### src/common/multicore_pkg.sv
package multicore_pkg;

	// Core array size.
	localparam int num_cores = 4;

	// Width of a core index.
	localparam int sel_w = 2;

	// Signed data widths.
	localparam int sample_w = 19;
	localparam int result_w = 28;

	// Samples summed per result.
	localparam int taps = 4;

	// Remaining-sample counter, holds 0 to taps.
	localparam int count_w = 3;

	// Cycles between successive core releases.
	localparam int stagger_cycles = 10;

	// Counter width for one stagger interval.
	localparam int stagger_w = 4;

	// Per-core control states.
	typedef enum logic [1:0] {
		core_held,
		core_collect,
		core_emit,
		core_done
	} core_state_e;

endpackage
### src/design/multicore.sv
`timescale 1ns/10ps

module multicore (
	input  logic                                                       clk,
	input  logic                                                       rst,
	input  logic                                                       in_valid,
	input  logic signed [multicore_pkg::sample_w-1:0]                 io_in,
	output logic                                                       result_valid,
	output logic        [multicore_pkg::sel_w-1:0]                    result_core,
	output logic signed [multicore_pkg::result_w-1:0]                 result_value,
	output logic        [multicore_pkg::num_cores-1:0]                core_running,
	output logic [multicore_pkg::num_cores*multicore_pkg::count_w-1:0] samples_left
);

	logic [multicore_pkg::num_cores-1:0]                        core_rst;
	logic [multicore_pkg::num_cores-1:0]                        out_en;
	logic [multicore_pkg::num_cores*multicore_pkg::result_w-1:0] out_values;

	reset_stagger u_reset_stagger (
		.clk      (clk),
		.rst      (rst),
		.core_rst (core_rst)
	);

	assign core_running = ~core_rst;

	// Core k uses weight k + 1.
	for (genvar k = 0; k < multicore_pkg::num_cores; k++) begin : u_core
		mac_core #(
			.weight (k + 1)
		) u_mac (
			.clk          (clk),
			.rst          (core_rst[k]),
			.in_valid     (in_valid),
			.io_in        (io_in),
			.out_en       (out_en[k]),
			.out_value    (out_values[k*multicore_pkg::result_w +: multicore_pkg::result_w]),
			.samples_left (samples_left[k*multicore_pkg::count_w +: multicore_pkg::count_w])
		);
	end

	result_arbiter u_result_arbiter (
		.clk          (clk),
		.rst          (rst),
		.out_en       (out_en),
		.out_values   (out_values),
		.result_valid (result_valid),
		.result_core  (result_core),
		.result_value (result_value)
	);

endmodule

### src/design/result_arbiter.sv
`timescale 1ns/10ps

module result_arbiter (
	input  logic                                                     clk,
	input  logic                                                     rst,
	input  logic [multicore_pkg::num_cores-1:0]                      out_en,
	input  logic [multicore_pkg::num_cores*multicore_pkg::result_w-1:0] out_values,
	output logic                                                     result_valid,
	output logic        [multicore_pkg::sel_w-1:0]                   result_core,
	output logic signed [multicore_pkg::result_w-1:0]                result_value
);

	logic                                      any_en;
	logic        [multicore_pkg::sel_w-1:0]    sel;
	logic signed [multicore_pkg::result_w-1:0] sel_value;

	// Lowest index wins, so scan from the top down.
	always_comb begin
		any_en = 1'b0;
		sel = '0;
		for (int i = multicore_pkg::num_cores - 1; i >= 0; i--) begin
			if (out_en[i]) begin
				any_en = 1'b1;
				sel = multicore_pkg::sel_w'(i);
			end
		end
	end

	assign sel_value = out_values[sel*multicore_pkg::result_w +: multicore_pkg::result_w];

	always_ff @(posedge clk) begin
		if (rst) begin
			result_valid <= 1'b0;
		end else begin
			result_valid <= any_en;
		end
	end

	// Zero value when nothing finished.
	always_ff @(posedge clk) begin
		result_core <= sel;
		if (any_en) begin
			result_value <= sel_value;
		end else begin
			result_value <= '0;
		end
	end

endmodule

### src/mac_core/mac_core.sv
`timescale 1ns/10ps

module mac_core #(
	parameter int weight = 1
) (
	input  logic                                       clk,
	input  logic                                       rst,
	input  logic                                       in_valid,
	input  logic signed [multicore_pkg::sample_w-1:0] io_in,
	output logic                                       out_en,
	output logic signed [multicore_pkg::result_w-1:0] out_value,
	output logic        [multicore_pkg::count_w-1:0]  samples_left
);

	localparam logic signed [multicore_pkg::result_w-1:0] weight_s =
		multicore_pkg::result_w'(weight);

	multicore_pkg::core_state_e state;
	multicore_pkg::core_state_e state_next;

	logic signed [multicore_pkg::result_w-1:0] acc;
	logic signed [multicore_pkg::result_w-1:0] sample_ext;
	logic signed [multicore_pkg::result_w-1:0] product;
	logic                                      take;
	logic                                      last_sample;

	// Sign extend before the multiply.
	assign sample_ext = multicore_pkg::result_w'(io_in);
	assign product = weight_s * sample_ext;

	assign take = in_valid && (state == multicore_pkg::core_collect);
	assign last_sample = (samples_left == multicore_pkg::count_w'(1));

	always_comb begin
		state_next = state;
		case (state)
			multicore_pkg::core_held: begin
				// One idle edge after release.
				state_next = multicore_pkg::core_collect;
			end
			multicore_pkg::core_collect: begin
				if (take && last_sample) begin
					state_next = multicore_pkg::core_emit;
				end
			end
			multicore_pkg::core_emit: begin
				state_next = multicore_pkg::core_done;
			end
			default: begin
				state_next = multicore_pkg::core_done;
			end
		endcase
	end

	always_ff @(posedge clk) begin
		if (rst) begin
			state <= multicore_pkg::core_held;
			acc <= '0;
			samples_left <= multicore_pkg::count_w'(multicore_pkg::taps);
			out_en <= 1'b0;
		end else begin
			state <= state_next;
			out_en <= (state == multicore_pkg::core_emit);
			if (take) begin
				acc <= acc + product;
				samples_left <= samples_left - 1'b1;
			end
		end
	end

	// Result is latched together with the out_en pulse.
	always_ff @(posedge clk) begin
		if (state == multicore_pkg::core_emit) begin
			out_value <= acc;
		end
	end

endmodule

### src/design/reset_stagger.sv
`timescale 1ns/10ps

module reset_stagger (
	input  logic                               clk,
	input  logic                               rst,
	output logic [multicore_pkg::num_cores-1:0] core_rst
);

	logic [multicore_pkg::sel_w-1:0]     stage;
	logic [multicore_pkg::stagger_w-1:0] cycle_cnt;
	logic                                stage_last;
	logic                                interval_end;

	assign stage_last = (stage == multicore_pkg::sel_w'(multicore_pkg::num_cores - 1));
	assign interval_end =
		(cycle_cnt == multicore_pkg::stagger_w'(multicore_pkg::stagger_cycles - 1));

	// Stage advances every stagger interval, then parks on the last core.
	always_ff @(posedge clk) begin
		if (rst) begin
			stage <= '0;
			cycle_cnt <= '0;
		end else if (!stage_last) begin
			if (interval_end) begin
				stage <= stage + 1'b1;
				cycle_cnt <= '0;
			end else begin
				cycle_cnt <= cycle_cnt + 1'b1;
			end
		end
	end

	// Release the core of the current stage.
	// Released cores stay out of reset until rst.
	always_ff @(posedge clk) begin
		if (rst) begin
			core_rst <= '1;
		end else begin
			for (int k = 0; k < multicore_pkg::num_cores; k++) begin
				if (stage == multicore_pkg::sel_w'(k)) begin
					core_rst[k] <= 1'b0;
				end
			end
		end
	end

endmodule

### config.mk
export PLATFORM = sky130hd
export DESIGN_NAME = multicore
export DESIGN_NICKNAME = d
export VERILOG_FILES = /design/src/common/multicore_pkg.sv /design/src/design/multicore.sv /design/src/design/result_arbiter.sv /design/src/mac_core/mac_core.sv /design/src/design/reset_stagger.sv
export SDC_FILE = /design/constraint.sdc
export NUM_CORES = 1
export LEC_CHECK = 0
export ABC_AREA = 1
export BUFFER_PORTS_ARGS = -buffer_cell sky130_fd_sc_hd__buf_2
export CAP_MARGIN = 40
export CORE_MARGIN = 5
export CORE_UTILIZATION = 31
export CTS_CLUSTER_SIZE = 12
export DETAILED_ROUTE_END_ITERATION = 8
export SLEW_MARGIN = 20
export SYNTH_ARGS = -nofsm -noshare
export SYNTH_HDL_FRONTEND = slang
export SYNTH_SLANG_ARGS = --single-unit
### constraint.sdc
create_clock -name clk -period 4 [get_ports clk]
set_clock_uncertainty 0.05 [all_clocks]
set_input_delay 0.8 -clock clk [delete_from_list [all_inputs] [get_ports clk]]
set_output_delay 0.8 -clock clk [all_outputs]
set_load 0.005 [all_outputs]
==> flow_summary.json <==
{
  "drive_above_1_share_pct": 13.7,
  "rrSetupSlack_ps": 1430,
  "cts_resized": 0,
  "hpwl_um": 47200,
  "critPathTopFamily": "compound AO/OA/AOI/OAI gates",
  "critPathMaxStageDelay_ps": 350,
  "grt_antenna_before_repair": 1,
  "finalSetupViolCount": 0,
  "clock_sinks": 283,
  "power_mw": 7.33,
  "drt-initial-drc-count": 1224,
  "yosysWarningCount": 0,
  "yosysMostFrequentCell": "nor2_1",
  "arrival_ps": 4120,
  "busiest_layer": "met2",
  "hold_viol_final": 0,
  "min_from": "u_core[3].u_mac.acc[24]",
  "met3_usage_pct": 3.04,
  "io_buffers": 68,
  "cellLeakagePower_nw": 9.99,
  "crit_path_end_kind": "flop",
  "grt_overflow": 0,
  "drt_wl_total_um": 60400,
  "antenna_cells": 0,
  "post_cts_buffers": 0,
  "synth_mux_area_share_pct": 0,
  "synthAdderAreaFrac_pct": 11.3,
  "worstHoldPathCells": 0,
  "synth-simple-area-share_pct": 23.5,
  "first_global_vias": 16200,
  "grt_pass1_wl_um": 92800,
  "criticalPathCategory": "primary input to flop",
  "die_w_um": 250,
  "worst_hold_path_type": "flop to flop",
  "fillers": 5976,
  "met1_usage_pct": 25.9,
  "gp_congestion": 0.926,
  "synth_area_um2": 17800,
  "syn_avg_cell_area_um2": 7.55,
  "min_to": "u_core[3].u_mac.out_value[24]",
  "fmax_mhz": 266,
  "grt_use_total_pct": 18.7,
  "row_count": 87,
  "die_h_um": 250,
  "synth_top_area_share_pct": 19.6,
  "period_needed_ps": 3750,
  "core_um2": 56600,
  "async_reset_ff_share_pct": 0,
  "drc": 0,
  "worst-path-buf-inv": 3,
  "ios": 69,
  "synth_seq_cells": 283,
  "peakVddDrop_mv": 0.245,
  "required_ps": 4370,
  "avgRoutedWirePerCell_um": 18.0,
  "viasPerCell": 4.94,
  "final_cells": 3347,
  "drv_cap": 0,
  "crit_fanout": 4,
  "netlist_top_cells_area": "dfxtp_1 20%, edfxtp_1 18%, ha_1 11%, nor2_1 8.6%, nand2_1 8.0%",
  "slew_headroom_pct": 48.4,
  "use_met2_pct": 30.5,
  "synth_top_family_by_area": "simple AND/OR/NAND/NOR gates",
  "initial_core_util_pct": 31.4,
  "cts_tree": "built",
  "synth_edf_count": 109,
  "cts-root-buf": "clkbuf_16",
  "fin_nets": 2746,
  "place_inst": 3285,
  "regToRegEndpoint": "u_core[1].u_mac.acc[17]",
  "worstMarginPinSlew_ps": 772,
  "synth_cells": 2355,
  "htreeDepth": 2,
  "cts-buffers-inserted": 35,
  "yosys.cell_types.count": 54,
  "crit_path_top_delay_cell": "ha_1",
  "path_common_cell": "nand2_1",
  "cts.clk_slew.worst_paths_ps": 60,
  "r2r_cells": 9,
  "cp-start-kind": "primary input",
  "synth_xor_xnor_area_share_pct": 3.64,
  "ys_seq_area_share_pct": 38.0,
  "vias": 16500,
  "status": "finished, final reports clean",
  "slew_violations": 0,
  "ant_nets": 0,
  "power-per-cell-area_nw_per_um2": 347,
  "first_pass_iters": 5,
  "synthTopCellsByCount": "408 x nor2_1, 379 x nand2_1, 274 x inv_1, 196 x o21ai_0, 181 x a21oi_1",
  "clk_path_buf_depth": 3,
  "synth_compound_area_share_pct": 16.2,
  "yosys.area.top_type": "dfxtp_1",
  "area.growth.synth_to_final_pct": 18.7,
  "cp_cell_sequence": "buf_2 > ha_1 > ha_1 > nand2_1 > inv_1 > nand2_1 > nand2_1 > nand2_1 > nand2_1 > o21bai_2 > a21oi_2 > o21ai_2 > xor2_1 > ha_1 > a21oi_1 > o21ai_0 > a21oi_1 > nor2_1 > nor2_1 > a21oi_1 > o21ai_0 > inv_1",
  "die_area_um2": 62300,
  "insertion_delay_ps": 550,
  "hold_buffers": 0,
  "fin_crit_sh_pct": 93.9,
  "synth-main-ff-cell": "dfxtp_1",
  "syn_nets": 2535,
  "r2r-start": "u_core[1].u_mac.acc[1]",
  "grt_start_max_net_pins": 54,
  "rsz0062_at_grt": "no"
}
[worst register-to-register path, delay by kind of cell (launching register included)]
family                     cells  cell delay (ps)
buffers and inverters          2              120
and+or+nand+nor                1               70
DFF                            1              370
adders and majority gates      2              680
AOI/OAI and AO/OA              4             1190
[per-stage QoR]
step | utilization (%) | instance area (µm²) | worst slack [ps] | hold WS (ps) | setup TNS (ps)
4_1_cts | 37.2 | 21100 | 282 | 405 | 0
2_1_floorplan | - | 17800 | 104 | 370 | 0
5_1_grt | 37.3 | 21100 | 5.73 | 411 | 0
3_3_place_gp | 35.4 | 20000 | -263 | 396 | -2500
6_report | 37.3 | 21100 | 245 | 407 | 0
3_5_place_dp | 35.4 | 20000 | -275 | 400 | -3260
[where the power goes]
part | switching, mW | internal, mW
sequential | 0.0297 | 3.01
clock | 1.25 | 1.75
combinational | 0.756 | 0.532
total | 2.04 | 5.29
[routing by layer]
metal,part of all wire (%),vias up,routed length [µm]
li1,-,8270,-
met1,47,7707,28100
met2,45,470,27100
met3,5.9,74,3570
met4,2.7,2,1600
met5,0.022,-,13
[final cells by class]
cell class	count	area, µm²	area share [%]
clock buffer	54	978	4.64
clock inverter	8	72.6	0.344
inverter	285	1070	5.07
multi-input combinational	1735	9760	46.2
sequential	283	6760	32.0
tap	756	946	4.48
timing repair buffer	226	1530	7.23
[cells in the final DEF (no fill, tap or decap), types with 5 or more instances in the layout]
cell type	synthesis	final
o211ai_1	15	15
o21a_1	10	10
a31oi_1	5	5
nand2_2	14	15
nor4_1	7	6
o21ai_0	196	196
nor3_1	29	29
edfxtp_1	109	109
nor2_2	5	10
o21bai_1	28	28
a211oi_1	5	5
o21ai_2	10	11
clkbuf_1	22	17
nand3_2	10	11
dfxtp_1	174	174
a21oi_2	13	14
xnor2_1	23	23
xor2_1	51	51
buf_2	17	68
inv_1	274	274
a21o_1	16	16
nand3_1	110	109
o21ai_1	13	12
nand4_1	22	22
inv_2	8	8
clkinv_1	3	5
nor2_1	408	403
a21oi_1	181	180
clkbuf_16	0	36
nand2_1	379	378
buf_4	6	158
ha_1	153	153
[worst max path at each step]
stage / from / endpoint / slack (ps) / cells past startpoint
final: io_in[6] / u_core[2].u_mac.acc[26] / 250 / 22
after global routing: io_in[17] / u_core[2].u_mac.acc[22] / 6 / 23
after CTS: io_in[1] / u_core[2].u_mac.acc[25] / 280 / 25
after detailed placement: io_in[1] / u_core[2].u_mac.acc[25] / -280 / 25
after global placement: io_in[17] / u_core[2].u_mac.acc[24] / -260 / 21
after floorplan: io_in[1] / u_core[2].u_mac.acc[27] / 100 / 25
[sequential cells by signal (all words and copies together), names as in the netlist]
register	count
u_result_arbiter.result_core	2
u_result_arbiter.result_valid	1
u_result_arbiter.result_value	28
u_reset_stagger.cycle_cnt	4
u_core.u_mac.acc	109
u_core.u_mac.state	8
u_core.u_mac.out_en	4
u_core.u_mac.samples_left	12
u_core.u_mac.out_value	109
u_reset_stagger.core_rst	4
u_reset_stagger.stage	2
[cell families (layout without fill, tap and decap cells)]
group,after synthesis,count (layout)
flip-flops,283,283
XOR/XNOR,74,74
adder cells (fa/ha/maj),158,158
AO/OA/AOI/OAI,505,505
buffers and inverters,337,573
AND/OR/NAND/NOR,998,998
No activity file was read; power rests on OpenSTA's default activity.
